--- config.mk ---
export PLATFORM = sky130hd
export DESIGN_NAME = execute_stage_flat
export DESIGN_NICKNAME = d
export VERILOG_FILES = /design/src/source/barrel_pkg.sv /design/src/source/pipe_if.sv /design/src/source/execute_stage.sv /design/src/flat_wrapper.sv
export SDC_FILE = /design/constraint.sdc
export NUM_CORES = 1
export LEC_CHECK = 0
export ABC_AREA = 1
export BUFFER_PORTS_ARGS = -buffer_cell sky130_fd_sc_hd__buf_4
export CAP_MARGIN = 20
export CORE_UTILIZATION = 45
export DETAILED_ROUTE_END_ITERATION = 12
export PLACE_DENSITY = 0.72
export SYNTH_ARGS = -nofsm -noshare
export SYNTH_HDL_FRONTEND = slang
export SYNTH_SLANG_ARGS = --single-unit
--- constraint.sdc ---
create_clock -name clk -period 5.6 [get_ports clk]
set_input_delay 1.12 -clock clk [delete_from_list [all_inputs] [get_ports clk]]
set_output_delay 1.12 -clock clk [all_outputs]
set_load 0.005 [all_outputs]
--- src/source/barrel_pkg.sv ---
package barrel_pkg;

   ////////////////////////////////////////
   // Widths
   typedef logic [31:0] word_t;
   typedef logic [31:0] instr_t;
   typedef logic [8:0]  pc_t;          // Per-thread PC
   typedef logic [1:0]  tid_t;
   typedef logic [10:0] imem_addr_t;   // {tid, pc}
   typedef logic [2:0]  reg_idx_t;
   typedef logic [3:0]  op_t;
   typedef logic [3:0]  cond_t;
   typedef logic [3:0]  flags_t;       // N Z C V, N in msb
   typedef logic [15:0] apb_addr_t;

   localparam int NUM_THREADS = 4;
   localparam int NUM_REGS    = 8;

   ////////////////////////////////////////
   // Instruction fields
   localparam int OP_LSB     = 0;
   localparam int COND_LSB   = 4;
   localparam int R1_LSB     = 10;
   localparam int R2_LSB     = 13;
   localparam int R3_LSB     = 16;
   localparam int OFFSET_LSB = 19;
   localparam int OFFSET_W   = 9;      // Sign extended where added
   localparam int STALL_BIT  = 30;

   // Opcodes, 12 to 15 behave as NOP
   localparam op_t OP_NOP    = 4'd0;
   localparam op_t OP_ADD    = 4'd1;
   localparam op_t OP_SUB    = 4'd2;
   localparam op_t OP_AND    = 4'd3;
   localparam op_t OP_OR     = 4'd4;
   localparam op_t OP_XOR    = 4'd5;
   localparam op_t OP_ADDI   = 4'd6;
   localparam op_t OP_LOAD   = 4'd7;
   localparam op_t OP_STORE  = 4'd8;
   localparam op_t OP_CMP    = 4'd9;
   localparam op_t OP_BRANCH = 4'd10;
   localparam op_t OP_JUMP   = 4'd11;

   // Pass conditions
   localparam cond_t COND_AL = 4'd0;
   localparam cond_t COND_EQ = 4'd1;
   localparam cond_t COND_NE = 4'd2;
   localparam cond_t COND_CS = 4'd3;
   localparam cond_t COND_CC = 4'd4;
   localparam cond_t COND_MI = 4'd5;
   localparam cond_t COND_PL = 4'd6;
   localparam cond_t COND_VS = 4'd7;
   localparam cond_t COND_VC = 4'd8;
   localparam cond_t COND_LT = 4'd9;
   localparam cond_t COND_GE = 4'd10;

   ////////////////////////////////////////
   // APB map
   localparam apb_addr_t CMD_ADDR    = 16'h0000;
   localparam apb_addr_t STATUS_ADDR = 16'h0004;
   localparam apb_addr_t REG_BASE    = 16'h0100;  // tid*32 + reg*4
   localparam apb_addr_t DMEM_BASE   = 16'h1000;  // word*4
   localparam apb_addr_t IMEM_BASE   = 16'h2000;  // {tid, pc}*4

   localparam int CMD_RUN_BIT  = 0;
   localparam int CMD_STEP_BIT = 1;

endpackage
--- src/source/pipe_if.sv ---
// ID/EX stage plus the redirect path back to fetch
interface stage_if;
   import barrel_pkg::*;

   logic                valid;
   tid_t                tid;
   pc_t                 pc;
   op_t                 op;
   cond_t               cond;
   word_t               r1_data;
   word_t               r2_data;
   reg_idx_t            r3;
   logic [OFFSET_W-1:0] offset;
   logic                stall;
   logic                redirect;       // Taken branch or jump
   tid_t                redirect_tid;
   pc_t                 redirect_pc;

   modport decode  (output valid, tid, pc, op, cond, r1_data, r2_data, r3, offset, stall,
                    input  redirect, redirect_tid, redirect_pc);
   modport execute (input  valid, tid, pc, op, cond, r1_data, r2_data, r3, offset, stall,
                    output redirect, redirect_tid, redirect_pc);
endinterface

// EX/MEM stage forward, register write port back to decode
interface wb_if;
   import barrel_pkg::*;

   tid_t     tid;
   reg_idx_t r3;
   logic     reg_we;
   logic     mem_to_reg;
   word_t    alu_result;
   word_t    store_data;
   logic     mem_we;
   logic     stall;
   logic     rf_we;
   tid_t     rf_tid;
   reg_idx_t rf_r3;
   word_t    rf_data;

   modport execute (output tid, r3, reg_we, mem_to_reg, alu_result, store_data, mem_we, stall);
   modport result  (input  tid, r3, reg_we, mem_to_reg, alu_result, store_data, mem_we, stall,
                    output rf_we, rf_tid, rf_r3, rf_data);
   modport decode  (input  rf_we, rf_tid, rf_r3, rf_data);
endinterface

// Host access windows and pipeline enable
interface host_if #(
   parameter int DMEM_AW = 8
);
   import barrel_pkg::*;

   logic               pipe_en;
   logic               imem_we;
   imem_addr_t         imem_addr;
   instr_t             imem_data;
   tid_t               reg_rd_tid;
   reg_idx_t           reg_rd_idx;
   word_t              reg_rd_data;
   logic [DMEM_AW-1:0] dmem_addr;
   logic               dmem_we;
   word_t              dmem_wdata;
   word_t              dmem_rdata;
   logic               wb_stall;

   modport host    (output pipe_en, imem_we, imem_addr, imem_data, reg_rd_tid, reg_rd_idx,
                           dmem_addr, dmem_we, dmem_wdata,
                    input  reg_rd_data, dmem_rdata, wb_stall);
   modport decode  (input  pipe_en, imem_we, imem_addr, imem_data, reg_rd_tid, reg_rd_idx,
                    output reg_rd_data);
   modport execute (input  pipe_en);
   modport result  (input  pipe_en, dmem_addr, dmem_we, dmem_wdata,
                    output dmem_rdata, wb_stall);
endinterface

--- src/source/execute_stage.sv ---
module execute_stage (
   input logic      clk,
   input logic      reset,
   stage_if.execute dx,
   wb_if.execute    wb,
   host_if.execute  host
);
   import barrel_pkg::*;

   flags_t      flags [NUM_THREADS];
   logic        fn, fz, fc, fv;            // Flags of the thread in EX
   word_t       a;
   word_t       b;
   word_t       b_eff;
   word_t       result;
   logic [32:0] sum;
   logic        use_imm;
   logic        sub;
   logic        pass;
   logic        go;                        // Valid and passing
   logic        writes_reg;
   logic        sets_flags;

   ////////////////////////////////////////
   // Operands and ALU
   assign use_imm = dx.op inside {OP_ADDI, OP_LOAD, OP_STORE, OP_BRANCH};
   assign a = (dx.op == OP_BRANCH) ? 32'(dx.pc) + 32'd1 : dx.r1_data;
   assign b = use_imm ? {{(32-OFFSET_W){dx.offset[OFFSET_W-1]}}, dx.offset} : dx.r2_data;

   // One adder, subtract as a + ~b + 1
   assign sub   = dx.op inside {OP_SUB, OP_CMP};
   assign b_eff = sub ? ~b : b;
   assign sum   = {1'b0, a} + {1'b0, b_eff} + 33'(sub);

   always_comb begin
      case (dx.op)
         OP_AND:  result = a & b;
         OP_OR:   result = a | b;
         OP_XOR:  result = a ^ b;
         default: result = sum[31:0];      // Add, sub, address, branch target
      endcase
   end

   ////////////////////////////////////////
   // Pass decoder on this thread's flags
   assign {fn, fz, fc, fv} = flags[dx.tid];

   always_comb begin
      case (dx.cond)
         COND_AL: pass = 1'b1;
         COND_EQ: pass = fz;
         COND_NE: pass = !fz;
         COND_CS: pass = fc;               // C set means no borrow
         COND_CC: pass = !fc;
         COND_MI: pass = fn;
         COND_PL: pass = !fn;
         COND_VS: pass = fv;
         COND_VC: pass = !fv;
         COND_LT: pass = fn != fv;
         COND_GE: pass = fn == fv;
         default: pass = 1'b0;             // 11 to 15
      endcase
   end

   assign go         = dx.valid && pass;
   assign writes_reg = dx.op inside {OP_ADD, OP_SUB, OP_AND, OP_OR, OP_XOR, OP_ADDI, OP_LOAD};
   assign sets_flags = dx.op inside {OP_ADD, OP_SUB, OP_CMP};

   // Redirect own thread only, jump ignores pass
   assign dx.redirect     = dx.valid && ((dx.op == OP_JUMP) || (dx.op == OP_BRANCH && pass));
   assign dx.redirect_tid = dx.tid;
   assign dx.redirect_pc  = (dx.op == OP_JUMP) ? dx.offset : result[$bits(pc_t)-1:0];

   ////////////////////////////////////////
   // Flags and EX/MEM register
   always_ff @(posedge clk) begin
      if (reset) begin
         for (int t = 0; t < NUM_THREADS; t++)
            flags[t] <= '0;
         wb.reg_we     <= 1'b0;
         wb.mem_we     <= 1'b0;
         wb.mem_to_reg <= 1'b0;
         wb.stall      <= 1'b0;
      end else if (host.pipe_en) begin
         if (go && sets_flags)
            flags[dx.tid] <= {sum[31], sum[31:0] == '0, sum[32],
                              (a[31] == b_eff[31]) && (sum[31] != a[31])};
         wb.reg_we     <= go && writes_reg;
         wb.mem_we     <= go && (dx.op == OP_STORE);
         wb.mem_to_reg <= dx.op == OP_LOAD;
         wb.stall      <= dx.valid && dx.stall;   // Stall holds even if not passing
      end
   end

   always_ff @(posedge clk) begin
      if (host.pipe_en) begin
         wb.tid        <= dx.tid;
         wb.r3         <= dx.r3;
         wb.alu_result <= result;
         wb.store_data <= dx.r2_data;
      end
   end

endmodule

--- src/flat_wrapper.sv ---
// flat-port wrapper written by rule: the top's interface ports become plain ports
module execute_stage_flat import barrel_pkg::*;
  (clk, reset, dx_valid, dx_tid, dx_pc, dx_op, dx_cond, dx_r1_data, dx_r2_data, dx_r3, dx_offset, dx_stall, dx_redirect, dx_redirect_tid, dx_redirect_pc, wb_tid, wb_r3, wb_reg_we, wb_mem_to_reg, wb_alu_result, wb_store_data, wb_mem_we, wb_stall, host_pipe_en);
  stage_if dx_i ();
  wb_if wb_i ();
  host_if host_i ();
  input logic clk;
  input logic reset;
  input wire logic [$bits(dx_i.valid)-1:0] dx_valid;
  input wire logic [$bits(dx_i.tid)-1:0] dx_tid;
  input wire logic [$bits(dx_i.pc)-1:0] dx_pc;
  input wire logic [$bits(dx_i.op)-1:0] dx_op;
  input wire logic [$bits(dx_i.cond)-1:0] dx_cond;
  input wire logic [$bits(dx_i.r1_data)-1:0] dx_r1_data;
  input wire logic [$bits(dx_i.r2_data)-1:0] dx_r2_data;
  input wire logic [$bits(dx_i.r3)-1:0] dx_r3;
  input wire logic [$bits(dx_i.offset)-1:0] dx_offset;
  input wire logic [$bits(dx_i.stall)-1:0] dx_stall;
  output wire logic [$bits(dx_i.redirect)-1:0] dx_redirect;
  output wire logic [$bits(dx_i.redirect_tid)-1:0] dx_redirect_tid;
  output wire logic [$bits(dx_i.redirect_pc)-1:0] dx_redirect_pc;
  output wire logic [$bits(wb_i.tid)-1:0] wb_tid;
  output wire logic [$bits(wb_i.r3)-1:0] wb_r3;
  output wire logic [$bits(wb_i.reg_we)-1:0] wb_reg_we;
  output wire logic [$bits(wb_i.mem_to_reg)-1:0] wb_mem_to_reg;
  output wire logic [$bits(wb_i.alu_result)-1:0] wb_alu_result;
  output wire logic [$bits(wb_i.store_data)-1:0] wb_store_data;
  output wire logic [$bits(wb_i.mem_we)-1:0] wb_mem_we;
  output wire logic [$bits(wb_i.stall)-1:0] wb_stall;
  input wire logic [$bits(host_i.pipe_en)-1:0] host_pipe_en;
  assign dx_i.valid = dx_valid;
  assign dx_i.tid = dx_tid;
  assign dx_i.pc = dx_pc;
  assign dx_i.op = dx_op;
  assign dx_i.cond = dx_cond;
  assign dx_i.r1_data = dx_r1_data;
  assign dx_i.r2_data = dx_r2_data;
  assign dx_i.r3 = dx_r3;
  assign dx_i.offset = dx_offset;
  assign dx_i.stall = dx_stall;
  assign dx_redirect = dx_i.redirect;
  assign dx_redirect_tid = dx_i.redirect_tid;
  assign dx_redirect_pc = dx_i.redirect_pc;
  assign wb_tid = wb_i.tid;
  assign wb_r3 = wb_i.r3;
  assign wb_reg_we = wb_i.reg_we;
  assign wb_mem_to_reg = wb_i.mem_to_reg;
  assign wb_alu_result = wb_i.alu_result;
  assign wb_store_data = wb_i.store_data;
  assign wb_mem_we = wb_i.mem_we;
  assign wb_stall = wb_i.stall;
  assign host_i.pipe_en = host_pipe_en;
  execute_stage u_core (.clk(clk), .reset(reset), .dx(dx_i), .wb(wb_i), .host(host_i));
endmodule
==> results_dict.tcl <==
set metrics [dict create \
    start_kind "primary input" \
    fmax_mhz 191 \
    arrival_ns 4.12 \
    n_antenna_cell 0 \
    antenna_found_initial 0 \
    ys.warnings.count 0 \
    crit_fanout 6 \
    stdcell_count 1505 \
    cts_resized 0 \
    yosysSeqAreaShare 0.323 \
    area_delta_synth_final_pct 24.1 \
    period_share 0.935 \
    run_status "completed" \
    async_flop_share 0 \
    fillers 1639 \
    endpoint_kind "primary output" \
    path_buf_inv 4 \
    htreeDepth 3 \
    synthDistinctLibCells 42 \
    synth_common_cells "nand2_1, inv_1, nor2_1" \
    whs_ns 0.461 \
    synth_area_leaders "edfxtp_1, ha_1, nand2_1" \
    leakage_uw 0.00518 \
    grt_pass1_wl_um 39100 \
    p_sw_frac 0.373 \
    grt_setup_unrepaired "no" \
    finalMaxSlewViolations 0 \
    hpwl_um 21000 \
    grt_pass1_vias 7466 \
    postLayoutCellArea_um2 10100 \
    grt_start_max_net_pins 71 \
    clock-sinks 89 \
    seqPwrFrac 0.332 \
    nNetsFinal 1472 \
    initial_core_util 0.467 \
    drtIter0Drc 936 \
    combPwrFrac 0.431 \
    post_cts_buffers 0 \
    cp.required_ns 4.48 \
    maxCapViolCount 0 \
    syn_avg_cell_area_um2 7.48 \
    setup_slack_ns 0.363 \
    row_count 48 \
    place_inst 1489 \
    synth_edf_count 85 \
    ir_drop_mv 0.150 \
    core_area_um2 17500 \
    pin_count 185 \
    crit_slowest_cell "o21ai_0" \
    crit_path_frequent_cell "nand2_1" \
    cts_tree "yes" \
    grt_overflow_total 0 \
    p_int_uw 1620 \
    port_buffers 184 \
    layout-drive-gt1-share 0.190 \
    yosysMostFrequentCell "nand2_1" \
    syn_area_um2 8160 \
    cts_buffer_depth 2 \
    cts-root-buf "clkbuf_16" \
    vias 8149 \
    setup_viol 0 \
    synth_seq_cells 89 \
    p_sw_uw 960 \
    clk_latency_ns 0.35 \
    die_h_um 137 \
    synth-main-ff-cell "edfxtp_1" \
    grt.total_usage 0.273 \
    crit_family "compound AO/OA/AOI/OAI gates" \
    synth_top_cell_by_area "edfxtp_1" \
    clkSlewWorstSetupHoldPaths_ns 0.06 \
    drt-pass1-iter-count 5 \
    finalSetupTns_ns 0 \
    crit_path_cell_trace "buf_4 -> inv_1 -> nand3_1 -> nand2_1 -> o21ai_0 -> xor2_1 -> ha_1 -> nand2_1 -> inv_1 -> a21oi_1 -> nand2_1 -> nand2_1 -> nand2_1 -> a221o_1 -> mux2_2 -> buf_4" \
    placed_cell_area_um2 9840 \
    ctsHoldBuffers 0 \
    pwr-share-clk 0.237 \
    seq_area_um2 2630 \
    fin_crit_ns 5.24 \
    finalClockSkew_ns 0.00228 \
    netlist.area_leader.share 0.313 \
    routed_wl_um 25600 \
    die-area_um2 18700 \
    via_per_inst 5.41 \
    multi_input_area_um2 4810 \
    slowest_delay_ns 0.57 \
    critPathKind "primary input to primary output" \
    ant_nets 0 \
    syn_inst 1091 \
    maxSlewHeadroom 0.398 \
    drc 0 \
    place.gp.congestion 0.979 \
    post_drt_wl_per_cell_um 17.0 \
    dp_worst_setup_slack_ns 0.405 \
    cts_buffers 9 \
    reg_top3 "u_core.wb.alu_result x32, u_core.wb.store_data x32, u_core.flags x16" \
    hold_class "register to register" \
    synthesis.nets 1288 \
    worst_slew_pin_slew_ns 0.904 \
    powerDensity_nw_per_um2 254 \
    hold_violations 0 \
    die_w_um 137 \
]
[area by class of cell]
class | count | area share
well taps | 225 | 0.0278
clock inverters | 6 | 0.00667
inverters | 164 | 0.0607
clock buffers | 10 | 0.0226
flip-flops and latches | 89 | 0.260
multi-input cells | 811 | 0.474
repair buffers | 200 | 0.148
[cell families (layout without fill, tap and decap cells)]
family	count (synthesis)	in the layout	share of synthesized area
buffers and inverters	191	380	0.0891
and+or+nand+nor	488	488	0.252
DFF	89	89	0.323
adders and majority gates	97	97	0.150
AOI/OAI and AO/OA	181	181	0.136
xor gates and xnor gates	39	39	0.0418
muxes	6	6	0.00828
[cell usage in the layout, fill, tap and decap left out, drive strengths merged, types with 5 or more instances in the layout]
cell type  count
nand2        272
o21bai         6
ha            96
nand3         68
o21ai         77
buf          200
edfxtp        85
nor2         120
xor2          36
a31oi         12
nand4         10
nand3b        11
o21a           5
a221oi        30
nor3           6
clkbuf        10
mux2           6
a21o           8
a21oi         35
inv          164
[tightest hold or removal path: stages (launching register included)]
cell     delay [ns]
dfxtp_1        0.31
nand2_1        0.06
a21oi_1        0.06
[through the flow]
step,utilization,power [uW]
after global routing,0.580,2730
after floorplan,-,1500
after CTS,0.580,2570
after detailed placement,0.563,1960
final,0.580,2580
after global placement,0.563,1940
[path summary, 6_finish.rpt]
path,slack (ns),endpoint,startpoint,cells past startpoint
max,0.36,dx_redirect_pc[8],dx_op[2],16
min,0.46,u_core.wb.stall,u_core.wb.stall,2
max reg2reg,3.15,u_core.flags[2][2],u_core.flags[1][0],15
min reg2reg,0.46,u_core.wb.stall,u_core.wb.stall,2
[power groups by stage]
stage	combinational (uW)	clock, uW	sequential, uW
2_1_floorplan	622	0	877
3_3_place_gp	1080	0	867
3_5_place_dp	1090	0	872
4_1_cts	1090	621	858
5_1_grt	1220	643	864
6_report	1110	609	857
[routing by layer]
layer  vias to the layer above  global-route usage  part of all wire
met2                       320               0.442              0.46
li1                       4012                   -                 -
met3                        17              0.0341             0.067
met1                      3800               0.389              0.46
met5                         -                   0                 0
met4                         0              0.0537            0.0083
No activity file was read; power rests on OpenSTA's default activity.
