$ cat src/source/barrel_pkg.sv
package barrel_pkg;

   ////////////////////////////////////////
   // Widths
   typedef logic [31:0] word_t;
   typedef logic [31:0] instr_t;
   typedef logic [8:0]  pc_t;          // Per-thread PC
   typedef logic [1:0]  tid_t;
   typedef logic [10:0] imem_addr_t;   // {tid, pc}
   typedef logic [2:0]  reg_idx_t;
   typedef logic [3:0]  op_t;
   typedef logic [3:0]  cond_t;
   typedef logic [3:0]  flags_t;       // N Z C V, N in msb
   typedef logic [15:0] apb_addr_t;

   localparam int NUM_THREADS = 4;
   localparam int NUM_REGS    = 8;

   ////////////////////////////////////////
   // Instruction fields
   localparam int OP_LSB     = 0;
   localparam int COND_LSB   = 4;
   localparam int R1_LSB     = 10;
   localparam int R2_LSB     = 13;
   localparam int R3_LSB     = 16;
   localparam int OFFSET_LSB = 19;
   localparam int OFFSET_W   = 9;      // Sign extended where added
   localparam int STALL_BIT  = 30;

   // Opcodes, 12 to 15 behave as NOP
   localparam op_t OP_NOP    = 4'd0;
   localparam op_t OP_ADD    = 4'd1;
   localparam op_t OP_SUB    = 4'd2;
   localparam op_t OP_AND    = 4'd3;
   localparam op_t OP_OR     = 4'd4;
   localparam op_t OP_XOR    = 4'd5;
   localparam op_t OP_ADDI   = 4'd6;
   localparam op_t OP_LOAD   = 4'd7;
   localparam op_t OP_STORE  = 4'd8;
   localparam op_t OP_CMP    = 4'd9;
   localparam op_t OP_BRANCH = 4'd10;
   localparam op_t OP_JUMP   = 4'd11;

   // Pass conditions
   localparam cond_t COND_AL = 4'd0;
   localparam cond_t COND_EQ = 4'd1;
   localparam cond_t COND_NE = 4'd2;
   localparam cond_t COND_CS = 4'd3;
   localparam cond_t COND_CC = 4'd4;
   localparam cond_t COND_MI = 4'd5;
   localparam cond_t COND_PL = 4'd6;
   localparam cond_t COND_VS = 4'd7;
   localparam cond_t COND_VC = 4'd8;
   localparam cond_t COND_LT = 4'd9;
   localparam cond_t COND_GE = 4'd10;

   ////////////////////////////////////////
   // APB map
   localparam apb_addr_t CMD_ADDR    = 16'h0000;
   localparam apb_addr_t STATUS_ADDR = 16'h0004;
   localparam apb_addr_t REG_BASE    = 16'h0100;  // tid*32 + reg*4
   localparam apb_addr_t DMEM_BASE   = 16'h1000;  // word*4
   localparam apb_addr_t IMEM_BASE   = 16'h2000;  // {tid, pc}*4

   localparam int CMD_RUN_BIT  = 0;
   localparam int CMD_STEP_BIT = 1;

endpackage
$ cat src/source/pipe_if.sv


// Host access windows and pipeline enable
interface host_if #(
   parameter int DMEM_AW = 8
);
   import barrel_pkg::*;

   logic               pipe_en;
   logic               imem_we;
   imem_addr_t         imem_addr;
   instr_t             imem_data;
   tid_t               reg_rd_tid;
   reg_idx_t           reg_rd_idx;
   word_t              reg_rd_data;
   logic [DMEM_AW-1:0] dmem_addr;
   logic               dmem_we;
   word_t              dmem_wdata;
   word_t              dmem_rdata;
   logic               wb_stall;

   modport host    (output pipe_en, imem_we, imem_addr, imem_data, reg_rd_tid, reg_rd_idx,
                           dmem_addr, dmem_we, dmem_wdata,
                    input  reg_rd_data, dmem_rdata, wb_stall);
   modport decode  (input  pipe_en, imem_we, imem_addr, imem_data, reg_rd_tid, reg_rd_idx,
                    output reg_rd_data);
   modport execute (input  pipe_en);
   modport result  (input  pipe_en, dmem_addr, dmem_we, dmem_wdata,
                    output dmem_rdata, wb_stall);
endinterface

$ cat src/source/host_regs.sv
module host_regs #(
   parameter int DMEM_AW = 8
) (
   input  logic                  clk,
   input  logic                  reset,
   input  logic                  psel,
   input  logic                  penable,
   input  logic                  pwrite,
   input  barrel_pkg::apb_addr_t paddr,
   input  barrel_pkg::word_t     pwdata,
   output barrel_pkg::word_t     prdata,
   output logic                  pready,
   output logic                  pslverr,
   host_if.host                  host
);
   import barrel_pkg::*;

   localparam int DMEM_TOP = int'(DMEM_BASE) + (4 << DMEM_AW);

   typedef enum logic [1:0] {IDLE, ACCESS, READ_WAIT} apb_state_t;

   apb_state_t state;
   logic       run;
   logic       step;          // One-cycle step pulse
   logic       cmd_hit;
   logic       status_hit;
   logic       reg_hit;
   logic       dmem_hit;
   logic       imem_hit;
   logic       legal;
   logic       mem_read;      // Synchronous memory, needs the wait cycle
   logic       wr_en;

   ////////////////////////////////////////
   // Address decode
   // paddr holds through setup and access
   assign cmd_hit    = (paddr == CMD_ADDR);
   assign status_hit = (paddr == STATUS_ADDR) && !pwrite;                      // Read only
   assign reg_hit    = (paddr[15:7] == REG_BASE[15:7]) && !pwrite && !run;    // Halted reads only
   assign dmem_hit   = (paddr >= DMEM_BASE) && (32'(paddr) < DMEM_TOP);
   assign imem_hit   = (paddr[15:13] == IMEM_BASE[15:13]) && pwrite && !run;  // Halted writes only
   assign legal      = cmd_hit || status_hit || reg_hit || dmem_hit || imem_hit;
   assign mem_read   = !pwrite && (reg_hit || dmem_hit);
   assign wr_en      = (state == ACCESS) && pwrite;

   // Host windows onto the stage memories
   assign host.imem_we    = wr_en && imem_hit;
   assign host.imem_addr  = paddr[12:2];
   assign host.imem_data  = pwdata;
   assign host.reg_rd_tid = paddr[6:5];
   assign host.reg_rd_idx = paddr[4:2];
   assign host.dmem_addr  = paddr[DMEM_AW+1:2];
   assign host.dmem_we    = wr_en && dmem_hit;
   assign host.dmem_wdata = pwdata;

   assign host.pipe_en = (run && !host.wb_stall) || step;   // Step overrides a stall

   ////////////////////////////////////////
   // APB FSM and command register
   always_ff @(posedge clk) begin
      if (reset) begin
         state <= IDLE;
         run   <= 1'b0;
         step  <= 1'b0;
      end else begin
         step <= 1'b0;
         case (state)
            IDLE: begin
               if (psel && !penable)         // Setup phase
                  state <= ACCESS;
            end
            ACCESS: begin
               state <= mem_read ? READ_WAIT : IDLE;
               if (pwrite && cmd_hit) begin
                  run  <= pwdata[CMD_RUN_BIT];
                  step <= pwdata[CMD_STEP_BIT];
               end
            end
            default: state <= IDLE;          // READ_WAIT done
         endcase
      end
   end

   // Completion and read data
   always_comb begin
      pready  = 1'b0;
      pslverr = 1'b0;
      prdata  = '0;
      case (state)
         ACCESS: begin
            pready  = !mem_read;
            pslverr = !legal;                // No side effect either
            if (cmd_hit && !pwrite)
               prdata[CMD_RUN_BIT] = run;
            if (status_hit)
               prdata[1:0] = {run, host.wb_stall};
         end
         READ_WAIT: begin
            pready = 1'b1;
            prdata = reg_hit ? host.reg_rd_data : host.dmem_rdata;
         end
         default: ;
      endcase
   end

endmodule

$ cat src/flat_wrapper.sv
// flat-port wrapper written by rule: the top's interface ports become plain ports
module host_regs_flat import barrel_pkg::*;
#(
   parameter int DMEM_AW = 8
)
  (clk, reset, psel, penable, pwrite, paddr, pwdata, prdata, pready, pslverr, host_pipe_en, host_imem_we, host_imem_addr, host_imem_data, host_reg_rd_tid, host_reg_rd_idx, host_dmem_addr, host_dmem_we, host_dmem_wdata, host_reg_rd_data, host_dmem_rdata, host_wb_stall);
  host_if #(.DMEM_AW(DMEM_AW)) host_i ();
  input  logic clk;
  input  logic reset;
  input  logic psel;
  input  logic penable;
  input  logic pwrite;
  input  barrel_pkg::apb_addr_t paddr;
  input  barrel_pkg::word_t pwdata;
  output barrel_pkg::word_t prdata;
  output logic pready;
  output logic pslverr;
  output wire logic [$bits(host_i.pipe_en)-1:0] host_pipe_en;
  output wire logic [$bits(host_i.imem_we)-1:0] host_imem_we;
  output wire logic [$bits(host_i.imem_addr)-1:0] host_imem_addr;
  output wire logic [$bits(host_i.imem_data)-1:0] host_imem_data;
  output wire logic [$bits(host_i.reg_rd_tid)-1:0] host_reg_rd_tid;
  output wire logic [$bits(host_i.reg_rd_idx)-1:0] host_reg_rd_idx;
  output wire logic [$bits(host_i.dmem_addr)-1:0] host_dmem_addr;
  output wire logic [$bits(host_i.dmem_we)-1:0] host_dmem_we;
  output wire logic [$bits(host_i.dmem_wdata)-1:0] host_dmem_wdata;
  input wire logic [$bits(host_i.reg_rd_data)-1:0] host_reg_rd_data;
  input wire logic [$bits(host_i.dmem_rdata)-1:0] host_dmem_rdata;
  input wire logic [$bits(host_i.wb_stall)-1:0] host_wb_stall;
  assign host_pipe_en = host_i.pipe_en;
  assign host_imem_we = host_i.imem_we;
  assign host_imem_addr = host_i.imem_addr;
  assign host_imem_data = host_i.imem_data;
  assign host_reg_rd_tid = host_i.reg_rd_tid;
  assign host_reg_rd_idx = host_i.reg_rd_idx;
  assign host_dmem_addr = host_i.dmem_addr;
  assign host_dmem_we = host_i.dmem_we;
  assign host_dmem_wdata = host_i.dmem_wdata;
  assign host_i.reg_rd_data = host_reg_rd_data;
  assign host_i.dmem_rdata = host_dmem_rdata;
  assign host_i.wb_stall = host_wb_stall;
  host_regs #(.DMEM_AW(DMEM_AW)) u_core (.clk(clk), .reset(reset), .psel(psel), .penable(penable), .pwrite(pwrite), .paddr(paddr), .pwdata(pwdata), .prdata(prdata), .pready(pready), .pslverr(pslverr), .host(host_i));
endmodule
$ cat config.mk
export PLATFORM = sky130hd
export DESIGN_NAME = host_regs_flat
export DESIGN_NICKNAME = d
export VERILOG_FILES = /design/src/source/barrel_pkg.sv /design/src/source/pipe_if.sv /design/src/source/host_regs.sv /design/src/flat_wrapper.sv
export SDC_FILE = /design/constraint.sdc
export NUM_CORES = 1
export LEC_CHECK = 0
export BUFFER_PORTS_ARGS = -buffer_cell sky130_fd_sc_hd__buf_2
export CORE_AREA = 8 8 89 91
export CTS_BUF_LIST = sky130_fd_sc_hd__clkbuf_16
export DETAILED_ROUTE_END_ITERATION = 8
export DIE_AREA = 0 0 97 99
export PLACE_DENSITY = 0.7
export SYNTH_ARGS = -nofsm -noshare
export SYNTH_HDL_FRONTEND = slang
export SYNTH_SLANG_ARGS = --single-unit
$ cat constraint.sdc
create_clock -name clk -period 3.6 [get_ports clk]
set_input_delay 0.36 -clock clk [delete_from_list [all_inputs] [get_ports clk]]
set_output_delay 0.36 -clock clk [all_outputs]
set_load 0.03 [all_outputs]
==> results of run 1 <==
where the power goes:
| group | internal [mW] | total, mW | leakage (nW) | switching, mW |
|---|---|---|---|---|
| Clock | 0.142 | 0.173 | 0.0370 | 0.0315 |
| Combinational | 0.0560 | 0.134 | 0.989 | 0.0784 |
| Sequential | 0.0455 | 0.0460 | 0.0324 | 0.000570 |
| Total | 0.243 | 0.354 | 1.06 | 0.110 |
registers in the layout, indices dropped and copies added, names as in the netlist:
signal,count
u_core.state,2
u_core.run,1
u_core.step,1
cell usage in the layout (no fill, tap or decap), types with 2 or more instances in the layout:
cell type / netlist / final
mux2i_1: 4 / 4
buf_4: 88 / 2
nand3b_1: 2 / 2
nor2_1: 4 / 4
o22ai_1: 2 / 2
inv_1: 6 / 6
a21boi_1: 30 / 30
buf_2: 5 / 152
dfxtp_1: 4 / 4
clkbuf_16: 0 / 3
a21oi_1: 3 / 3
ha_1: 3 / 3
nand2_1: 67 / 67
nor3_2: 2 / 2
nor4_1: 4 / 4
routing by layer:
metal | wire length, um | vias up
li1 | - | 832
met3 | 744 | 8
met4 | 40 | 0
met1 | 2350 | 734
met2 | 3390 | 162
met5 | 0 | -
per-stage QoR:
step,instances,utilization
floorplan,244,-
finish,384,0.280
global placement,381,0.268
global route,384,0.280
detailed placement,381,0.268
CTS,384,0.280
cell type report:
type                    instances  area, um2  share of cell area
clock buffers                   3       75.1              0.0409
repair buffers                154        776               0.422
inverters                       6       22.5              0.0123
flip-flops and latches          4       80.1              0.0436
multi-input cells             137        783               0.426
well taps                      80        100              0.0545
kinds of logic (layout without fill, tap and decap cells):
| logic type | after synthesis | count (layout) | synth area share |
|---|---|---|---|
| AND/OR/NAND/NOR | 89 | 89 | 0.256 |
| buffers and inverters | 103 | 163 | 0.456 |
| multiplexers | 4 | 4 | 0.0252 |
| AO/OA/AOI/OAI | 41 | 41 | 0.188 |
| flip-flops | 4 | 4 | 0.0505 |
| adder cells (fa/ha/maj) | 3 | 3 | 0.0237 |
worst max-delay path by stage:
stage / start / to / slack [ns] / depth (start not counted)
2_1_floorplan: paddr[3] / prdata[0] / 1.49 / 3
3_3_place_gp: paddr[1] / prdata[0] / 1.35 / 6
3_5_place_dp: paddr[1] / prdata[0] / 1.33 / 6
4_1_cts: u_core.state[0] / prdata[0] / 1.20 / 5
5_1_grt: u_core.state[0] / pready / 1.05 / 5
6_report: u_core.state[0] / pready / 1.25 / 5
==> impl_metrics.ini, run 1 <==
[worst_hold_path]
worstHoldPathType = in -> reg
holdPathEnd = u_core.state[0]
min_path_cells = 2
hp-start = reset

[finish]
fin_nets = 427
drive_gt1_frac = 0.536
nFillCells = 721
area_growth_pct = 15.8
antenna_cells = 0
stdcell_area_um2 = 1840

[timing]
final_max_slew_viol_count = 0
slew_headroom = 0.386
setup_viol = 0
rsz0062_at_grt = false
worst_slew_pin_slew_ns = 0.921
fmax_mhz = 425
setup_tns_ns = 0
finClkSkew_ns = 0.00259
final-hold-violation-count = 0
layout_setup_ws_ns = 1.25
whs_ns = 0.338
period_needed_ns = 2.35
finalCritPeriodShare = 0.654

[grt]
grt_start_max_net_pins = 34
use_met1 = 0.117
grt_overflow = 0
use_met3 = 0.0595
first_global_vias = 1822
grtUsageMet2 = 0.228
grt_use_total = 0.121
grt_pass1_wl_mm = 9.77
antenna_found_initial = 0
grt.busiest_layer = met2

[drt]
wl_per_cell_um = 17.0
drt_iter0_markers = 31
viasPerCell = 4.52
dr.pass1.iters = 6
ant_nets = 0
routed_wl_mm = 6.52
drc = 0
num_vias = 1736

[floorplanning]
die_h_um = 99
core_area_um2 = 6570
dieArea_um2 = 9600
rows = 30
initial_core_util = 0.242
die_w_um = 97
num_io_pins = 243

[power_and_ir_drop]
power_density_nw_per_um2 = 193
peakVddDrop_mv = 0.196
total_power_uw = 354
p_leak_nw = 1.06

[setup_path]
r2r_slack_ns = 2.16
crit_fanout = 33
r2r_cells = 5
slowest_delay_ns = 0.76
critical_path_class = reg -> out
slowest_stage = ha_1
cp-end-kind = output port
crit_family = adder cells
crit_arrival_ns = 1.99
r2r-end = u_core.run
reg2reg_from = u_core.state[1]
cp-start-kind = flip-flop
cp_num_buf_inv = 2
crit_chain = inv_1 > ha_1 > o21ai_0 > a21oi_1 > buf_2
critPathRequiredTime_ns = 3.24

[synthesis]
yosys_most_used_dff = dfxtp_1
synthTopCellsByCount = buf_4 (88), nand2_1 (67), a21boi_1 (30)
netlist_instances = 244
synth_nets = 365
synth_area_per_cell_um2 = 6.50
post-synth-top-count-cell = buf_4
synthArstFlopShare = 0
ys_seq_area_frac = 0.0505
synth-seq-cells = 4
yosysUniqueCellTypes = 31
synth-edff-count = 0
ys.warnings.count = 0
synthesis.area_um2 = 1590
yosysTopAreaCell = buf_4
synth.area.top_cells = buf_4 (42%), nand2_1 (16%), a21boi_1 (14%), dfxtp_1 (5.0%), mux2i_1 (2.5%)
yosys.area.top_type_share = 0.416

[cts]
cts_sinks = 4
clockRootBuffer = clkbuf_16
h-tree-depth = 1
cts_setup_buffers = 0
cts_tree = done
numCtsBuffers = 3
path_clk_slew_ns = 0.03
cts_resized = 0
clk_latency_ns = 0.23
ctsHoldBuffers = 0
cts_max_path_buffers = 2

[flow_run]
drv_cap = 0

[placed_design]
place_ws_ns = 1.33
dp_hpwl_mm = 5.69
place_area_um2 = 1760
io_buffers = 152
place_congestion = 0.775

[run_status]
status = finished, final reports clean
(Power assumes the default switching activity.)
==> inputs of run 2 (changes only) <==
Clock period 3.6 ns to 2.2 ns, I/O delays scaled along.
==> impl_metrics.ini, run 2 (synthesized netlist as in run 1, its figures left out) <==
[finish]
area_growth_pct = 18.1
reg.largest.list = u_core.state (2), u_core.run (1), u_core.step (1)
top_register = u_core.state
fin_nets = 430
largest_register_ffs = 2
stdcell_area_um2 = 1870
final_common_cell = buf_2
final_cell_mix = buf_2 (151), nand2_1 (67), a21boi_1 (30)
drive_gt1_frac = 0.541
antenna_cells = 0

[floorplanning]
initial_core_util = 0.242
rows = 30
num_io_pins = 243
dieArea_um2 = 9600
core_area_um2 = 6570
die_h_um = 99
die_w_um = 97

[setup_path]
critical_path_class = reg -> out
critPathRequiredTime_ns = 1.98
crit_fanout = 3
slowest_delay_ns = 0.45
slowest_stage = or4_4
cp-start-kind = flip-flop
crit_arrival_ns = 1.89
cp-end-kind = output port
crit_chain = inv_1 > ha_1 > nand3b_1 > or4_4 > o22ai_1 > buf_2
crit_family = simple AND/OR/NAND/NOR gates
cp_num_buf_inv = 2
r2r_slack_ns = 0.77

[placed_design]
place_congestion = 0.740
place_area_um2 = 1800
io_buffers = 152
dp_hpwl_mm = 5.75

[cts]
cts_setup_buffers = 0
cts_sinks = 4
h-tree-depth = 1
clockRootBuffer = clkbuf_16
clk_latency_ns = 0.23
cts_max_path_buffers = 2
cts_tree = done
numCtsBuffers = 3
path_clk_slew_ns = 0.03

[grt]
grt_start_max_net_pins = 31
grt_use_total = 0.122
first_global_vias = 1799
grt_pass1_wl_mm = 9.90
grt_overflow = 0
antenna_found_initial = 0

[timing]
final_max_slew_viol_count = 0
slew_headroom = 0.686
fmax_mhz = 475
final-hold-violation-count = 0
worst_slew_pin_slew_ns = 0.467
rsz0062_at_grt = false
period_needed_ns = 2.11
setup_viol = 0
finClkSkew_ns = 0.00290
setup_tns_ns = 0
finalCritPeriodShare = 0.957

[power_and_ir_drop]
p_leak_nw = 1.08
peakVddDrop_mv = 0.345
power_density_nw_per_um2 = 311

[worst_hold_path]
worstHoldPathType = in -> reg

[drt]
num_vias = 1714
ant_nets = 0
dr.pass1.iters = 4
drt_iter0_markers = 48
routed_wl_mm = 6.52
wl_per_cell_um = 16.8
drc = 0
viasPerCell = 4.43

[run_status]
status = finished, final reports clean

[flow_run]
drv_cap = 0
-- run 2: changes by cell type in the layout (fill, tap and decap cells not counted), sizes merged --
| cell | change |
|---|---|
| buf | +2 |
| clkbuf | +1 |
-- run 2: worst paths after layout --
kind                                 startpoint              end  depth (start not counted)
worst max-delay path            u_core.state[0]        prdata[0]                          6
worst min-delay path                      reset  u_core.state[0]                          2
worst max register to register  u_core.state[1]       u_core.run                          5
worst min register to register  u_core.state[1]  u_core.state[1]                          1
-- run 2: per-stage QoR --
step                power [mW]  hold WS (ns)   util  worst slack, ns  std cells
floorplan                0.416         0.296      -            0.318        244
global placement         0.293         0.425  0.274            0.281        384
detailed placement       0.296         0.437  0.274            0.340        384
CTS                      0.589         0.200  0.285            0.110        387
global route             0.609         0.202  0.285           0.0141        387
finish                   0.582         0.196  0.285           0.0948        387
-- run 2: what timing repair did --
action,CTS,global route
resized for setup,0,1
endpoints found under the setup margin,0,1
hold buffers,0,0
endpoints found under the hold margin,0,0
-- run 2: power breakdown --
part           switching (mW)  internal [mW]
registers             0.00116         0.0744
clock network          0.0552          0.233
logic                   0.127         0.0917
total                   0.184          0.399
-- run 2: area by class of cell --
class	instances	area, um2
Multi-Input combinational cell	137	783
Sequential cell	4	80.1
Tap cell	80	100
Inverter	6	22.5
Clock buffer	3	75.1
Timing Repair Buffer	157	813
Fill cell	724	4690
-- run 2: routing by layer --
layer	share of wire	up-vias	wire length (um)	track usage
li1	-	833	-	-
met1	0.36	721	2330	0.122
met2	0.52	156	3360	0.228
met3	0.12	4	803	0.0595
met4	0.0032	0	21	0.0154
met5	0	-	0	0
